## config.mk

```make
export PLATFORM = sky130hd
export DESIGN_NAME = mem_stage
export DESIGN_NICKNAME = d
export VERILOG_FILES = /design/src/mem_stage_pkg.sv /design/src/lsc_if.sv /design/src/vmem_serializer.sv /design/src/mem_req_arbiter.sv /design/src/load_store_ctrl.sv /design/src/vlane_write_collect.sv /design/src/mem_stage.sv
export SDC_FILE = /design/constraint.sdc
export NUM_CORES = 1
export LEC_CHECK = 0
export BUFFER_PORTS_ARGS = -buffer_cell sky130_fd_sc_hd__buf_2
export CAP_MARGIN = 30
export CORE_AREA = 2 2 261 263
export DETAILED_ROUTE_END_ITERATION = 10
export DIE_AREA = 0 0 263 265
export PLACE_DENSITY_LB_ADDON = 0.12
export SLEW_MARGIN = 20
export SYNTH_ARGS = -nofsm -noshare
export SYNTH_HDL_FRONTEND = slang
export SYNTH_SLANG_ARGS = --single-unit
```

## constraint.sdc

```tcl
create_clock -name CLK -period 20.5 [get_ports CLK]
set_input_delay 3.075 -clock CLK [delete_from_list [all_inputs] [get_ports CLK]]
set_output_delay 3.075 -clock CLK [all_outputs]
set_load 0.02 [all_outputs]
```

## src/mem_stage_pkg.sv

```systemverilog
// Widths and codes are fixed for a 4-lane, 32-bit element machine
// Stores are word-only, so there are no store size codes
package mem_stage_pkg;

    localparam int num_lanes = 4;

    typedef logic [31:0]                  word_t;      // Data word or byte address
    typedef logic [num_lanes-1:0]         lane_mask_t;
    typedef logic [$clog2(num_lanes)-1:0] lane_idx_t;

    // Load types follow the RV32 funct3 encoding
    typedef logic [2:0] load_type_t;
    localparam load_type_t ld_lb  = 3'b000;
    localparam load_type_t ld_lh  = 3'b001;
    localparam load_type_t ld_lw  = 3'b010;
    localparam load_type_t ld_lbu = 3'b100;
    localparam load_type_t ld_lhu = 3'b101;

    // Vector addressing modes, code 3 is unused
    typedef logic [1:0] vaddr_mode_t;
    localparam vaddr_mode_t vm_unit    = 2'd0;
    localparam vaddr_mode_t vm_strided = 2'd1;
    localparam vaddr_mode_t vm_indexed = 2'd2;

    typedef enum logic [1:0] {
        vs_idle,
        vs_issue,   // First cycle of a lane request
        vs_wait,    // Request held until done
        vs_done
    } vser_state_t;

    typedef enum logic {
        ls_idle,
        ls_busy
    } lsc_state_t;

endpackage

```

## src/lsc_if.sv

```systemverilog
// One word request and its result; ren/wen held until done pulses
// done and load_data are combinational from the bus in the completing cycle
`timescale 1ns/10ps

interface lsc_if;

    logic                       ren;
    logic                       wen;
    mem_stage_pkg::word_t       addr;
    mem_stage_pkg::word_t       store_data;
    mem_stage_pkg::load_type_t  load_type;
    logic                       done;        // One cycle per access
    mem_stage_pkg::word_t       load_data;   // Extended load result

    modport req (
        output ren, wen, addr, store_data, load_type,
        input  done, load_data
    );

    modport ctrl (
        input  ren, wen, addr, store_data, load_type,
        output done, load_data
    );

endinterface

```

## src/vmem_serializer.sv

```systemverilog
// vstart is only taken while idle; operands are sampled on that pulse
// Lanes are walked in order 0 to 3, masked-off lanes cost nothing
`timescale 1ns/10ps

module vmem_serializer (
    input  logic                                                   CLK,
    input  logic                                                   rst_n,
    input  logic                                                   vstart,
    input  logic                                                   vload,
    input  logic                                                   vstore,
    input  mem_stage_pkg::vaddr_mode_t                             vmode,
    input  mem_stage_pkg::word_t                                   vbase,
    input  mem_stage_pkg::word_t                                   vstride,
    input  mem_stage_pkg::word_t [mem_stage_pkg::num_lanes-1:0]    vindex,
    input  mem_stage_pkg::word_t [mem_stage_pkg::num_lanes-1:0]    vstore_data,
    input  mem_stage_pkg::lane_mask_t                              vlane_mask,
    input  logic                                                   vreq_done,
    output logic                                                   vreq_ren,
    output logic                                                   vreq_wen,
    output mem_stage_pkg::word_t                                   vreq_addr,
    output mem_stage_pkg::word_t                                   vreq_data,
    output mem_stage_pkg::lane_idx_t                               cur_lane,
    output logic                                                   busy,
    output logic                                                   vdone
);

    mem_stage_pkg::vser_state_t                           state;
    mem_stage_pkg::lane_mask_t                            pend_mask;   // Lanes still to access
    mem_stage_pkg::lane_mask_t                            pend_left;
    logic                                                 is_load;
    logic                                                 is_store;
    logic                                                 req_active;
    mem_stage_pkg::vaddr_mode_t                           mode_q;
    mem_stage_pkg::word_t                                 base_q;
    mem_stage_pkg::word_t                                 stride_q;
    mem_stage_pkg::word_t [mem_stage_pkg::num_lanes-1:0]  index_q;
    mem_stage_pkg::word_t [mem_stage_pkg::num_lanes-1:0]  data_q;

    // Lowest set lane of a mask
    function automatic mem_stage_pkg::lane_idx_t first_lane(input mem_stage_pkg::lane_mask_t m);
        mem_stage_pkg::lane_idx_t idx;
        idx = '0;
        for (int i = mem_stage_pkg::num_lanes - 1; i >= 0; i--) begin
            if (m[i]) idx = mem_stage_pkg::lane_idx_t'(i);
        end
        return idx;
    endfunction

    assign pend_left = pend_mask & ~(mem_stage_pkg::lane_mask_t'(1) << cur_lane);

    always_ff @(posedge CLK) begin
        if (!rst_n) begin
            state     <= mem_stage_pkg::vs_idle;
            pend_mask <= '0;
            cur_lane  <= '0;
            is_load   <= 1'b0;
            is_store  <= 1'b0;
        end else begin
            case (state)
                mem_stage_pkg::vs_idle: if (vstart) begin
                    is_load   <= vload;
                    is_store  <= vstore;
                    pend_mask <= vlane_mask;
                    cur_lane  <= first_lane(vlane_mask);
                    state     <= (vlane_mask == '0) ? mem_stage_pkg::vs_done
                                                    : mem_stage_pkg::vs_issue;
                end
                mem_stage_pkg::vs_issue: state <= mem_stage_pkg::vs_wait;
                mem_stage_pkg::vs_wait: if (vreq_done) begin
                    pend_mask <= pend_left;
                    if (pend_left == '0) begin
                        state <= mem_stage_pkg::vs_done;
                    end else begin
                        cur_lane <= first_lane(pend_left);   // Skip masked lanes
                        state    <= mem_stage_pkg::vs_issue;
                    end
                end
                default: state <= mem_stage_pkg::vs_idle;   // vs_done lasts one cycle
            endcase
        end
    end

    // Operand capture
    always_ff @(posedge CLK) begin
        if (vstart && state == mem_stage_pkg::vs_idle) begin
            mode_q   <= vmode;
            base_q   <= vbase;
            stride_q <= vstride;
            index_q  <= vindex;
            data_q   <= vstore_data;
        end
    end

    always_comb begin
        case (mode_q)
            mem_stage_pkg::vm_strided:
                vreq_addr = base_q + stride_q * mem_stage_pkg::word_t'(cur_lane);
            mem_stage_pkg::vm_indexed:
                vreq_addr = base_q + index_q[cur_lane];
            default:
                vreq_addr = base_q + (mem_stage_pkg::word_t'(cur_lane) << 2);   // Unit stride
        endcase
    end

    assign req_active = (state == mem_stage_pkg::vs_issue) || (state == mem_stage_pkg::vs_wait);
    assign vreq_ren   = req_active & is_load;
    assign vreq_wen   = req_active & is_store;
    assign vreq_data  = data_q[cur_lane];
    assign busy       = vstart | (state != mem_stage_pkg::vs_idle);   // Also the stall
    assign vdone      = (state == mem_stage_pkg::vs_done);

endmodule

```

## src/mem_req_arbiter.sv

```systemverilog
// Serializer wins whenever busy; an access in flight keeps its owner
`timescale 1ns/10ps

module mem_req_arbiter (
    input  logic                       CLK,
    input  logic                       rst_n,
    input  logic                       busy,
    input  logic                       vreq_ren,
    input  logic                       vreq_wen,
    input  mem_stage_pkg::word_t       vreq_addr,
    input  mem_stage_pkg::word_t       vreq_data,
    input  logic                       scalar_ren,
    input  logic                       scalar_wen,
    input  mem_stage_pkg::word_t       scalar_addr,
    input  mem_stage_pkg::word_t       scalar_wdata,
    input  mem_stage_pkg::load_type_t  scalar_load_type,
    output logic                       vreq_done,
    output logic                       scalar_done,
    output mem_stage_pkg::word_t       scalar_rdata,
    output mem_stage_pkg::word_t       lane_rdata,
    lsc_if.req                         lsc
);

    logic active;      // Access accepted, waiting for done
    logic grant_vec;   // Owner of the access in flight
    logic use_vec;

    assign use_vec = active ? grant_vec : busy;

    always_ff @(posedge CLK) begin
        if (!rst_n) begin
            active    <= 1'b0;
            grant_vec <= 1'b0;
        end else if (lsc.done) begin
            active <= 1'b0;
        end else if (!active && (lsc.ren || lsc.wen)) begin
            active    <= 1'b1;
            grant_vec <= use_vec;
        end
    end

    assign lsc.ren        = use_vec ? vreq_ren  : scalar_ren;
    assign lsc.wen        = use_vec ? vreq_wen  : scalar_wen;
    assign lsc.addr       = use_vec ? vreq_addr : scalar_addr;
    assign lsc.store_data = use_vec ? vreq_data : scalar_wdata;
    assign lsc.load_type  = use_vec ? mem_stage_pkg::ld_lw : scalar_load_type;   // Lanes are words

    assign vreq_done    = lsc.done & use_vec;
    assign scalar_done  = lsc.done & ~use_vec;
    assign scalar_rdata = lsc.load_data;
    assign lane_rdata   = lsc.load_data;

endmodule

```

## src/load_store_ctrl.sv

```systemverilog
// Registers one request onto the bus and holds it through busy
// Word stores only; a misaligned half load reads the half at addr[1]
`timescale 1ns/10ps

module load_store_ctrl (
    input  logic                  CLK,
    input  logic                  rst_n,
    lsc_if.ctrl                   lsc,
    input  mem_stage_pkg::word_t  dbus_rdata,
    input  logic                  dbus_busy,
    output logic                  dbus_ren,
    output logic                  dbus_wen,
    output mem_stage_pkg::word_t  dbus_addr,
    output mem_stage_pkg::word_t  dbus_wdata
);

    mem_stage_pkg::lsc_state_t  state;
    mem_stage_pkg::load_type_t  type_q;
    logic [7:0]                 ld_byte;
    logic [15:0]                ld_half;

    always_ff @(posedge CLK) begin
        if (!rst_n) begin
            state    <= mem_stage_pkg::ls_idle;
            dbus_ren <= 1'b0;
            dbus_wen <= 1'b0;
        end else begin
            case (state)
                mem_stage_pkg::ls_idle: if (lsc.ren || lsc.wen) begin
                    dbus_ren <= lsc.ren;
                    dbus_wen <= lsc.wen & ~lsc.ren;   // Load wins a bad double strobe
                    state    <= mem_stage_pkg::ls_busy;
                end
                default: if (!dbus_busy) begin
                    dbus_ren <= 1'b0;
                    dbus_wen <= 1'b0;
                    state    <= mem_stage_pkg::ls_idle;
                end
            endcase
        end
    end

    // Address and data held for the whole access
    always_ff @(posedge CLK) begin
        if (state == mem_stage_pkg::ls_idle && (lsc.ren || lsc.wen)) begin
            dbus_addr  <= lsc.addr;
            dbus_wdata <= lsc.store_data;
            type_q     <= lsc.load_type;
        end
    end

    // Completes in the first cycle on the bus without busy
    assign lsc.done = (state == mem_stage_pkg::ls_busy) && !dbus_busy;

    always_comb begin
        ld_byte = dbus_rdata[{dbus_addr[1:0], 3'b000} +: 8];
        ld_half = dbus_addr[1] ? dbus_rdata[31:16] : dbus_rdata[15:0];
        case (type_q)
            mem_stage_pkg::ld_lb:  lsc.load_data = {{24{ld_byte[7]}}, ld_byte};
            mem_stage_pkg::ld_lbu: lsc.load_data = {24'h0, ld_byte};
            mem_stage_pkg::ld_lh:  lsc.load_data = {{16{ld_half[15]}}, ld_half};
            mem_stage_pkg::ld_lhu: lsc.load_data = {16'h0, ld_half};
            default:               lsc.load_data = dbus_rdata;   // lw
        endcase
    end

endmodule

```

## src/vlane_write_collect.sv

```systemverilog
// Expects vstart only while the serializer is idle
`timescale 1ns/10ps

module vlane_write_collect (
    input  logic                                                 CLK,
    input  logic                                                 rst_n,
    input  logic                                                 vstart,
    input  logic                                                 vload,
    input  mem_stage_pkg::lane_idx_t                             cur_lane,
    input  mem_stage_pkg::word_t                                 lane_rdata,
    input  logic                                                 vreq_done,
    input  logic                                                 vdone,
    output mem_stage_pkg::word_t [mem_stage_pkg::num_lanes-1:0]  vwb_data,
    output mem_stage_pkg::lane_mask_t                            vwb_wen
);

    logic                       load_op;   // Current vector op is a load
    mem_stage_pkg::lane_mask_t  wen_q;

    always_ff @(posedge CLK) begin
        if (!rst_n) begin
            load_op <= 1'b0;
            wen_q   <= '0;
        end else if (vstart) begin
            load_op <= vload;
            wen_q   <= '0;
        end else if (vreq_done && load_op) begin
            wen_q[cur_lane] <= 1'b1;
        end
    end

    // Lane words, held until the next load overwrites them
    always_ff @(posedge CLK) begin
        if (vreq_done && load_op) begin
            vwb_data[cur_lane] <= lane_rdata;
        end
    end

    assign vwb_wen = vdone ? wen_q : '0;   // Only in the vdone cycle

endmodule

```

## src/mem_stage.sv

```systemverilog
// Memory stage top: scalar path and vector serializer share one data bus
// Bus access completes in the first cycle with a strobe high and busy low
`timescale 1ns/10ps

module mem_stage (
    input  logic                                                 CLK,
    input  logic                                                 rst_n,
    input  logic                                                 scalar_ren,
    input  logic                                                 scalar_wen,
    input  mem_stage_pkg::word_t                                 scalar_addr,
    input  mem_stage_pkg::word_t                                 scalar_wdata,
    input  mem_stage_pkg::load_type_t                            scalar_load_type,
    output logic                                                 scalar_done,
    output mem_stage_pkg::word_t                                 scalar_rdata,
    input  logic                                                 vstart,
    input  logic                                                 vload,
    input  logic                                                 vstore,
    input  mem_stage_pkg::vaddr_mode_t                           vmode,
    input  mem_stage_pkg::word_t                                 vbase,
    input  mem_stage_pkg::word_t                                 vstride,
    input  mem_stage_pkg::word_t [mem_stage_pkg::num_lanes-1:0]  vindex,
    input  mem_stage_pkg::word_t [mem_stage_pkg::num_lanes-1:0]  vstore_data,
    input  mem_stage_pkg::lane_mask_t                            vlane_mask,
    output logic                                                 vdone,
    output logic                                                 mem_stall,
    output mem_stage_pkg::word_t [mem_stage_pkg::num_lanes-1:0]  vwb_data,
    output mem_stage_pkg::lane_mask_t                            vwb_wen,
    output logic                                                 dbus_ren,
    output logic                                                 dbus_wen,
    output mem_stage_pkg::word_t                                 dbus_addr,
    output mem_stage_pkg::word_t                                 dbus_wdata,
    input  mem_stage_pkg::word_t                                 dbus_rdata,
    input  logic                                                 dbus_busy
);

    logic                       vreq_ren;
    logic                       vreq_wen;
    mem_stage_pkg::word_t       vreq_addr;
    mem_stage_pkg::word_t       vreq_data;
    logic                       vreq_done;
    mem_stage_pkg::lane_idx_t   cur_lane;
    mem_stage_pkg::word_t       lane_rdata;

    lsc_if lsc_bus ();

    // Serializer busy doubles as the pipeline stall
    vmem_serializer ser_i (
        .CLK, .rst_n, .vstart, .vload, .vstore, .vmode, .vbase, .vstride,
        .vindex, .vstore_data, .vlane_mask, .vreq_done,
        .vreq_ren, .vreq_wen, .vreq_addr, .vreq_data, .cur_lane,
        .busy(mem_stall), .vdone
    );

    mem_req_arbiter arb_i (
        .CLK, .rst_n, .busy(mem_stall),
        .vreq_ren, .vreq_wen, .vreq_addr, .vreq_data,
        .scalar_ren, .scalar_wen, .scalar_addr, .scalar_wdata, .scalar_load_type,
        .vreq_done, .scalar_done, .scalar_rdata, .lane_rdata,
        .lsc(lsc_bus)
    );

    load_store_ctrl lsc_i (
        .CLK, .rst_n, .lsc(lsc_bus), .dbus_rdata, .dbus_busy,
        .dbus_ren, .dbus_wen, .dbus_addr, .dbus_wdata
    );

    vlane_write_collect wbc_i (
        .CLK, .rst_n, .vstart, .vload, .cur_lane, .lane_rdata,
        .vreq_done, .vdone, .vwb_data, .vwb_wen
    );

endmodule

```

==> flow_summary_export.csv, run 1 <==
group,metric,value,unit
outcome,outcome,"finished clean",
job,cap_violations,0,
global_routing,grt_antenna_before_repair,34,
yosys,synthXorXnorAreaFrac,0.0280,
clock_network,cts_setup_buffers,0,
global_routing,overflow,0,
floorplan,die_x,263,µm
worst_setup_path,cpMostUsedCell,"buf_2",
yosys,synth.avg_cell_area,13.8,µm²
yosys,synthFlopType,"edfxtp_1",
yosys,syn_nets,2351,
sta,fin_setup_tns,0,ns
clock_network,htreeDepth,2,
global_routing,groute.usage.overall,0.215,
yosys,yosysTopAreaCell,"edfxtp_1",
sta,worstMarginPinSlew,0.924,ns
sta,setup_viol,0,
floorplan,die-area,0.0697,mm²
routing,vias,17621,
clock_network,clock_sinks,537,
sta,relSlewSlack,0.378,
floorplan,coreArea,0.0668,mm²
yosys,synthTopCellsByArea,"edfxtp_1, mux4_2, nand2_1, ha_1, fa_1",
global_routing,grt_pass1_wl,113000,µm
placed_design,dp_hpwl,57500,µm
floorplan,placementRows,95,
clock_network,cts_buffers,57,
yosys,syn-instance-count,1814,
routing,drt_pass1_iterations,6,
worst_setup_path,cp_cell_sequence,"buf_2 > mux2i_1 > nor2_1 > a21oi_1 > nor4_1 > buf_4 > a221o_1 > buf_2",
floorplan,initial_core_util,0.374,
global_routing,first_global_vias,18019,
routing,via_per_inst,5.15,
layout,final_cells,3424,
placed_design,gp_congestion,0.909,
pwr,finalPower,4.54,mW
worst_setup_path,cpPeakStageDelay,0.71,ns
layout,final.fill_count,6173,
sta,skew,0.0368,ns
worst_setup_path,arrival,4.96,ns
routing,drc_errors,0,
routing,wl_per_cell,22.5,µm
yosys,ys_types,79,
sta,hold_violations,0,
yosys,muxShareOfSynthArea,0.0619,
layout,multi_input_area,0.00838,mm²
sta,final.min_clock_period,8.03,ns
layout,nets,3021,
clock_network,cts_tree,"built",
yosys,synth-simple-area-share,0.0811,
routing,antenna_left,0,
worst_setup_path,crit_required,17.43,ns
worst_setup_path,end_kind,"primary output",
placed_design,dp_cells,3294,
sta,max_freq,0.125,GHz
clock_network,clockBufferDepth,3,
pwr,powerDensity,145,mW/mm²
yosys,seq_area_frac_synth,0.637,
routing,dr.first_iter.drc_count,1437,
pwr,p_leak,12.7,nW
worst_setup_path,crit_slowest_cell,"nor4_1",
sta,period_share,0.392,
placed_design,io_buffers,665,
clock_network,ctsResizeCount,0,
sta,whs,0.465,ns
worst_setup_path,critical_path_class,"in2out",
yosys,synthArstFlopShare,0,
layout,syn2layout_area_growth,25.2,%
yosys,synth_edf_count,517,
yosys,ys_warn_count,0,
clock_network,worstSkewPairLatency,0.61,ns
global_routing,grt_max_degree,119,
clock_network,cts_hold_buf,0,
routing,routed_wl,76900,µm
yosys,ys_ff_latch,537,
sta,slew_viol_final,0,
floorplan,io_pins,666,
yosys,synth_compound_area_frac,0.100,
worst_setup_path,crit_path_start_kind,"input port",
floorplan,die_h,265,µm
yosys,synth_top_family_by_area,"compound AO/OA/AOI/OAI gates",
yosys,synth_top_cell_area_share,0.621,
yosys,synthAdderAreaFrac,0.0619,
pwr,irDropWorstVdd,0.0978,mV
worst_setup_path,worst-path-max-fanout,6,
clock_network,cts_root_buf,"clkbuf_16",
clock_network,clk_pin_slew,0.06,ns
yosys,syn_area,0.0250,mm²
sta,rsz0062_at_grt,"false",
layout,drive_gt1_frac,0.348,
hold_path,hp-class,"reg2reg",
layout,seq_area,0.0159,mm²
final cells by class:
cell class,count,area share
Multi-Input combinational cell,1082,0.268
Clock buffer,63,0.0463
Antenna cell,21,0.00168
Inverter,116,0.0141
Tap cell,873,0.0349
Sequential cell,537,0.509
Timing Repair Buffer,690,0.114
Clock inverter,42,0.0121
where the power goes:
group / internal (mW) / switching [mW] / total [mW]
Combinational: 0.668 / 1.18 / 1.85
Clock: 0.573 / 0.431 / 1.00
Sequential: 1.56 / 0.119 / 1.68
Total: 2.80 / 1.73 / 4.54
layout by cell type, fill, tap and decap left out, types with 31 or more instances in the layout:
| master | synthesis | routed |
|---|---|---|
| ha_1 | 71 | 71 |
| nand2_1 | 271 | 271 |
| edfxtp_1 | 517 | 517 |
| inv_1 | 116 | 115 |
| mux4_2 | 64 | 64 |
| a21o_1 | 46 | 46 |
| xnor2_1 | 58 | 58 |
| a21oi_1 | 80 | 80 |
| o21ai_0 | 54 | 54 |
| fa_1 | 33 | 33 |
| nor2_1 | 74 | 70 |
| buf_2 | 4 | 665 |
| clkbuf_16 | 0 | 57 |
| nand3_1 | 31 | 31 |
final timing paths:
path                                         from                   to  slack (ns)  cells past startpoint
worst max-delay path               dbus_rdata[23]     scalar_rdata[11]       12.47                      8
worst min-delay path               wbc_i.wen_q[0]       wbc_i.wen_q[0]        0.46                      1
worst min register to register     wbc_i.wen_q[0]       wbc_i.wen_q[0]        0.46                      1
worst max register to register  ser_i.cur_lane[0]  lsc_i.dbus_addr[30]       15.33                     14
state kept, by name, summed over array words and instances, names as in the netlist, 3 cells and up:
name,cells
ser_i.data_q,128
lsc_i.type_q,3
ser_i.pend_mask,4
lsc_i.dbus_wdata,32
wbc_i.vwb_data,128
ser_i.base_q,32
lsc_i.dbus_addr,32
wbc_i.wen_q,4
ser_i.index_q,128
ser_i.stride_q,32
kinds of logic after synthesis:
kind of cell	Yosys count
flip-flops	537
buffers and inverters	195
XOR/XNOR	80
AND/OR/NAND/NOR	468
adder cells (fa/ha/maj)	104
multiplexers	74
AO/OA/AOI/OAI	356
layer usage:
layer  global-route usage  routed length, µm  vias up
met1                0.272              30600     8615
met4               0.0785               2350       24
li1                     -                  -     8149
met3               0.0546               6330      150
met5                    0                148        -
met2                0.358              37400      683
synth_stat cells, types with 13 or more instances:
master and count:
edfxtp_1 517, nand2_1 271, inv_1 116, a21oi_1 80, nor2_1 74, ha_1 71, clkbuf_1 65, mux4_2 64
xnor2_1 58, o21ai_0 54, a21o_1 46, fa_1 33, nand3_1 31, xor2_1 22, dfxtp_1 20, nor2b_1 20
a221oi_1 17, nor3_1 16, a221o_1 13, a31oi_1 13, o21a_1 13
stage by stage:
stage               area (µm²)  setup WS, ns   util
CTS                      31200         12.44  0.467
global route             31300         12.34  0.468
finish                   31300         12.47  0.469
global placement         29300         12.46  0.439
floorplan                25000         10.43      -
detailed placement       29300         12.45  0.439
worst max-delay path, delay by kind of cell:
family	cells	cell delay, ns
buf+inv	3	0.62
simple gates	2	0.83
compound gates	2	0.32
mux	1	0.11
(Power assumes the default switching activity.)
==> inputs of run 2 (changes only) <==
- CORE_AREA: 2 2 261 263 -> 2 2 260 262
- DIE_AREA: 0 0 263 265 -> 0 0 262 264
- clock period: 20.5 -> 6.6 ns (I/O delays scaled with it)
==> run 2 against run 1 <==
Effect of this change: flip-flop and latch count stayed put; sequential share of layout area is 0.10 points lower; hold slack worse by 0.0097 ns; final area is 0.20% higher; register-to-register slack worse by 13 ns; global-route usage is 0.64 points higher; utilization is 0.26 points higher; critical path type is now reg2reg; largest power group unchanged.
==> flow_summary_export.csv, run 2 (synthesis gave the netlist of run 1 again) <==
group,metric,value,unit
clock_network,worstSkewPairLatency,0.62,ns
sta,final.min_clock_period,4.53,ns
clock_network,clockBufferDepth,3,
pwr,finalPower,14.2,mW
pwr,irDropWorstVdd,0.232,mV
pwr,p_leak,12.7,nW
clock_network,clock_sinks,537,
sta,skew,0.0128,ns
global_routing,overflow,0,
worst_setup_path,arrival,4.99,ns
placed_design,dp_hpwl,58200,µm
floorplan,die_h,264,µm
worst_setup_path,cpPeakStageDelay,0.85,ns
worst_setup_path,crit_slowest_cell,"dfxtp_4",
worst_setup_path,cp_cell_sequence,"buf_4 > mux4_2 > ha_1 > a21o_1 > o21bai_1 > a21o_1 > a21oi_1 > o21ai_0 > a21oi_1 > o21ai_1 > a31oi_1 > mux2_2 > o21ai_1",
layout,nets,3021,
floorplan,io_pins,666,
placed_design,dp_slack,1.96,ns
global_routing,groute.usage.overall,0.222,
placed_design,gp_congestion,0.874,
sta,rsz0062_at_grt,"false",
layout,final_cells,3424,
clock_network,cts_hold_buf,0,
worst_setup_path,crit_path_start_kind,"register",
floorplan,die-area,0.0692,mm²
routing,antenna_left,0,
floorplan,placementRows,95,
placed_design,dp_cells,3292,
global_routing,first_global_vias,18132,
layout,top_regs,"ser_i.data_q (128), ser_i.index_q (128), wbc_i.vwb_data (128)",
sta,relSlewSlack,0.327,
sta,period_share,0.686,
routing,vias,17687,
clock_network,clk_pin_slew,0.06,ns
sta,fin_setup_tns,0,ns
routing,dr.first_iter.drc_count,1649,
clock_network,htreeDepth,2,
placed_design,io_buffers,665,
layout,design_area,0.0314,mm²
layout,final_common_cell,"buf_2",
routing,drt_pass1_iterations,6,
clock_network,cts_buffers,60,
routing,routed_wl,78100,µm
layout,multi_input_area,0.00838,mm²
layout,drive_gt1_frac,0.346,
worst_setup_path,critical_path_class,"reg2reg",
layout,syn2layout_area_growth,25.5,%
worst_setup_path,end_kind,"register",
global_routing,grt_max_degree,165,
worst_setup_path,critical_path_buf_inv_count,1,
sta,max_freq,0.221,GHz
worst_setup_path,cp_top_family,"compound AO/OA/AOI/OAI gates",
global_routing,grt_pass1_wl,114000,µm
sta,setup_viol,0,
layout,seq_area,0.0159,mm²
clock_network,cts_tree,"built",
worst_setup_path,worst-path-max-fanout,51,
clock_network,cts_setup_buffers,0,
layout,layout_common_cells,"buf_2, edfxtp_1, nand2_1",
global_routing,grt_antenna_before_repair,38,
layout,final_util,0.471,
clock_network,cts_root_buf,"clkbuf_16",
floorplan,die_x,262,µm
layout,final.fill_count,6128,
sta,slew_viol_final,0,
floorplan,coreArea,0.0666,mm²
sta,setup_ws,2.07,ns
sta,hold_violations,0,
job,cap_violations,0,
floorplan,initial_core_util,0.376,
pwr,powerDensity,451,mW/mm²
placed_design,dpl_cell_area,0.0294,mm²
hold_path,hp-class,"reg2reg",
clock_network,ctsResizeCount,0,
worst_setup_path,crit_required,7.07,ns
sta,worstMarginPinSlew,1.01,ns
routing,via_per_inst,5.17,
routing,drc_errors,0,
routing,wl_per_cell,22.8,µm
sta,whs,0.455,ns
outcome,outcome,"finished clean",
[run 2: worst reg2reg max path, stage by stage, from the launching register on]
cell	delay [ns]
dfxtp_4	0.85
buf_4	0.58
mux4_2	0.60
ha_1	0.41
a21o_1	0.22
o21bai_1	0.16
a21o_1	0.19
a21oi_1	0.13
o21ai_0	0.08
a21oi_1	0.32
o21ai_1	0.18
a31oi_1	0.22
mux2_2	0.36
o21ai_1	0.07
[run 2: cell type report]
type | instances | share of cell area
repair buffers | 687 | 0.116
clock inverters | 38 | 0.00901
well taps | 873 | 0.0348
inverters | 116 | 0.0140
diodes | 21 | 0.00168
flip-flops and latches | 537 | 0.508
clock buffers | 70 | 0.0497
multi-input cells | 1082 | 0.267
[run 2: worst paths after layout]
| kind | to | slack [ns] | from | depth (start not counted) |
|---|---|---|---|---|
| max | lsc_i.dbus_addr[25] | 2.07 | ser_i.cur_lane[0] | 13 |
| min | wbc_i.wen_q[0] | 0.46 | wbc_i.wen_q[0] | 1 |
| max reg2reg | lsc_i.dbus_addr[25] | 2.07 | ser_i.cur_lane[0] | 13 |
| min reg2reg | wbc_i.wen_q[0] | 0.46 | wbc_i.wen_q[0] | 1 |
[run 2: metal layers]
| layer | vias up | track usage | part of all wire |
|---|---|---|---|
| met5 | - | 0 | 0.0023 |
| li1 | 8150 | - | - |
| met4 | 30 | 0.0657 | 0.026 |
| met2 | 680 | 0.364 | 0.48 |
| met1 | 8674 | 0.289 | 0.40 |
| met3 | 153 | 0.0575 | 0.088 |
[run 2: power breakdown]
part           switching (mW)  internal [mW]  total [mW]  leakage, nW
clock                    1.37           1.76        3.14        0.886
combinational            3.68           2.07        5.75         6.79
sequential              0.410           4.86        5.27         5.03
==> inputs of run 3 (changes only) <==
- ABC_AREA: default -> 1
- CORE_AREA: 2 2 260 262 -> 2 2 257 259
- DIE_AREA: 0 0 262 264 -> 0 0 259 261
- clock period: 6.6 -> 4.1 ns (I/O delays scaled with it)
==> run 3 against run 2 <==
Effect of this change: final cell count is 24% higher; setup slack worse by 1.8 ns; critical path depth is 6 higher; combinational power is 100% higher; routed wire length is 14% higher; count of clock-buffer cells in the layout is 2 lower; sequential share of layout area is 2.1 points lower; flip-flop and latch count stayed put; clock skew is 0.011 ns higher; sequential power is 57% higher; largest cell class unchanged; critical endpoint is now lsc_i.dbus_addr[20]; die area is 2.3% lower; final area is 4.4% higher.
==> flow_summary_export.csv, run 3 <==
group,metric,value,unit
routing,via_per_inst,5.07,
clock_network,cts_hold_buf,0,
floorplan,io_pins,666,
sta,slew_viol_final,0,
sta,rsz0062_at_grt,"false",
outcome,outcome,"finished clean",
clock_network,cts_setup_buffers,0,
pwr,power_frac_seq,0.332,
worst_setup_path,crit_slowest_cell,"dfxtp_1",
routing,dr.first_iter.drc_count,1722,
sta,period_share,0.931,
worst_setup_path,critical_path_class,"reg2reg",
pwr,p_clk_frac,0.201,
sta,skew,0.0240,ns
job,cap_violations,0,
pwr,switching_share,0.437,
floorplan,initial_core_util,0.405,
hold_path,hold_start,"vstore_data[38]",
layout,top_regs,"ser_i.data_q (128), ser_i.index_q (128), wbc_i.vwb_data (128)",
clock_network,cts_tree,"built",
yosys,synth_most_common_cell,"nand2_1",
global_routing,grt_antenna_before_repair,11,
pwr,p_switching,10.9,mW
yosys,ys_types,57,
hold_path,min_to,"ser_i.data_q[38]",
layout,design_area,0.0327,mm²
hold_path,hp-class,"in2reg",
layout,syn2layout_area_growth,24.3,%
placed_design,gp_congestion,0.986,
worst_setup_path,arrival,4.18,ns
yosys,synth.avg_cell_area,10.1,µm²
layout,final_common_cell,"nand2_1",
pwr,p_int,14.0,mW
sta,final.min_clock_period,3.82,ns
floorplan,coreArea,0.0650,mm²
routing,routed_wl,89300,µm
sta,setup_viol,0,
routing,drt_pass1_iterations,7,
yosys,yosysTopAreaCell,"edfxtp_1",
placed_design,dp_hpwl,70100,µm
sta,max_freq,0.262,GHz
yosys,yosys-top-cells-count,"nand2_1, edfxtp_1, inv_1",
yosys,syn_nets,3155,
routing,wl_per_cell,21.1,µm
sta,fin_setup_tns,0,ns
worst_setup_path,cp_cell_sequence,"nor2_4 > buf_12 > a22oi_1 > nand3_1 > ha_1 > fa_1 > nand2_1 > nand2_1 > and2_1 > nand2_1 > nand2_2 > nand2_1 > nand2_1 > nand2_1 > nand3b_1 > nand3_1 > nand3_1 > nand2_1 > nand2_1",
clock_network,clock_sinks,537,
yosys,synth_edf_count,517,
layout,layout_common_cells,"nand2_1, buf_2, edfxtp_1",
pwr,powerDensity,760,mW/mm²
yosys,synth_top_cell_area_share,0.589,
hold_path,whs_path_depth,1,
worst_setup_path,cpPeakStageDelay,0.60,ns
yosys,synthArstFlopShare,0,
yosys,syn_area,0.0263,mm²
sta,worstMarginPinSlew,0.905,ns
layout,nets,3853,
clock_network,cts_buffers,56,
routing,vias,21458,
global_routing,grt_pass1_wl,130000,µm
routing,antenna_left,0,
placed_design,io_buffers,665,
pwr,p_comb_frac,0.467,
worst_setup_path,end_kind,"register",
floorplan,placementRows,94,
yosys,ys_ff_latch,537,
clock_network,ctsResizeCount,0,
global_routing,overflow,0,
clock_network,htreeDepth,2,
worst_setup_path,rr_worst_depth,19,
pwr,finalPower,24.9,mW
sta,relSlewSlack,0.397,
pwr,irDropWorstVdd,0.409,mV
floorplan,die_h,261,µm
global_routing,grt_max_degree,90,
worst_setup_path,worst-path-max-fanout,30,
worst_setup_path,reg2reg_to,"lsc_i.dbus_addr[20]",
layout,drive_gt1_frac,0.266,
pwr,p_leak,14.5,nW
clock_network,clockBufferDepth,3,
routing,drc_errors,0,
clock_network,worstSkewPairLatency,0.62,ns
clock_network,clk_pin_slew,0.06,ns
clock_network,cts_root_buf,"clkbuf_16",
yosys,seq_area_frac_synth,0.605,
worst_setup_path,crit_path_start_kind,"register",
yosys,ys_warn_count,0,
yosys,syn-instance-count,2618,
worst_setup_path,r2r_start,"ser_i.cur_lane[1]",
worst_setup_path,rrSetupSlack,0.28,ns
yosys,synthTopCellsByArea,"edfxtp_1, nand2_1, inv_1, ha_1, fa_1",
sta,hold_violations,0,
yosys,synthFlopType,"edfxtp_1",
placed_design,dpl_cell_area,0.0309,mm²
worst_setup_path,crit_required,4.47,ns
global_routing,first_global_vias,21022,
global_routing,groute.usage.overall,0.257,
worst_setup_path,cpMostUsedCell,"nand2_1",
floorplan,die-area,0.0676,mm²
floorplan,die_x,259,µm
==> run 3: changes by cell type in the layout (fill, tap and decap cells not counted), moves of 45 or more <==
cell	before	now
a21oi_1	80	125
mux4_2	64	0
nand2_1	271	843
a22oi_1	4	50
nor2_1	70	148
xnor2_1	58	5
nand3_1	31	122
inv_1	115	282
==> run 3: per-layer routing <==
layer / global-route usage / wire [µm] / vias to the layer above
met5: 0 / 76 / -
met2: 0.437 / 43900 / 832
met4: 0.0625 / 1950 / 12
met1: 0.333 / 36400 / 10262
li1: - / - / 10243
met3: 0.0579 / 6960 / 109
==> run 3: through the flow <==
step | cells | util | hold WS [ns] | worst slack [ns]
3_3_place_gp | 4122 | 0.476 | 0.452 | 0.409
2_1_floorplan | 2618 | - | 0.440 | -1.80
4_1_cts | 4227 | 0.503 | 0.127 | 0.304
6_report | 4234 | 0.504 | 0.166 | 0.283
3_5_place_dp | 4122 | 0.476 | 0.468 | 0.383
5_1_grt | 4232 | 0.503 | 0.137 | 0.0422
==> run 3: area by class of cell <==
cell class	count	area [µm²]
tap	864	1080
clock buffer	68	1450
timing repair buffer	709	3730
clock inverter	37	347
inverter	313	1180
sequential	537	15900
fill	6092	32300
antenna	7	17.5
multi-input combinational	1699	9020
==> run 3: how the worst max path moves through the flow <==
stage | from | to | slack (ns) | cells after the start
floorplan | vstart | ser_i.base_q[0] | -1.80 | 2
global placement | ser_i.cur_lane[1] | lsc_i.dbus_addr[20] | 0.41 | 18
detailed placement | ser_i.cur_lane[1] | lsc_i.dbus_addr[20] | 0.38 | 18
CTS | lsc_i.dbus_addr[1] | scalar_rdata[24] | 0.30 | 8
global route | lsc_i.dbus_addr[1] | scalar_rdata[28] | 0.04 | 8
finish | ser_i.cur_lane[1] | lsc_i.dbus_addr[20] | 0.28 | 19
==> run 3: power by group through the flow <==
stage                     sequential (mW)  combinational (mW)  clock, mW
final                                8.26                11.6       5.00
after global routing                 8.35                13.0       5.30
after CTS                            8.26                11.7       5.11
after detailed placement             8.36                11.6          0
after global placement               8.36                11.5          0
after floorplan                      8.81                7.18          0
==> run 3: worst max-delay path: cells and delay by family, from the launching register on <==
kind,cells,cell delay [ns]
adder cells (fa/ha/maj),2,0.79
AO/OA/AOI/OAI,1,0.21
AND/OR/NAND/NOR,15,1.73
flip-flops,1,0.60
buffers and inverters,1,0.18
==> run 3: kinds of logic after synthesis <==
kind of cell / after synthesis / synth area share
xor gates and xnor gates: 22 / 0.00731
and+or+nand+nor: 1265 / 0.204
adders and majority gates: 104 / 0.0588
DFF: 537 / 0.605
AOI/OAI and AO/OA: 308 / 0.0692
buffers and inverters: 382 / 0.0559
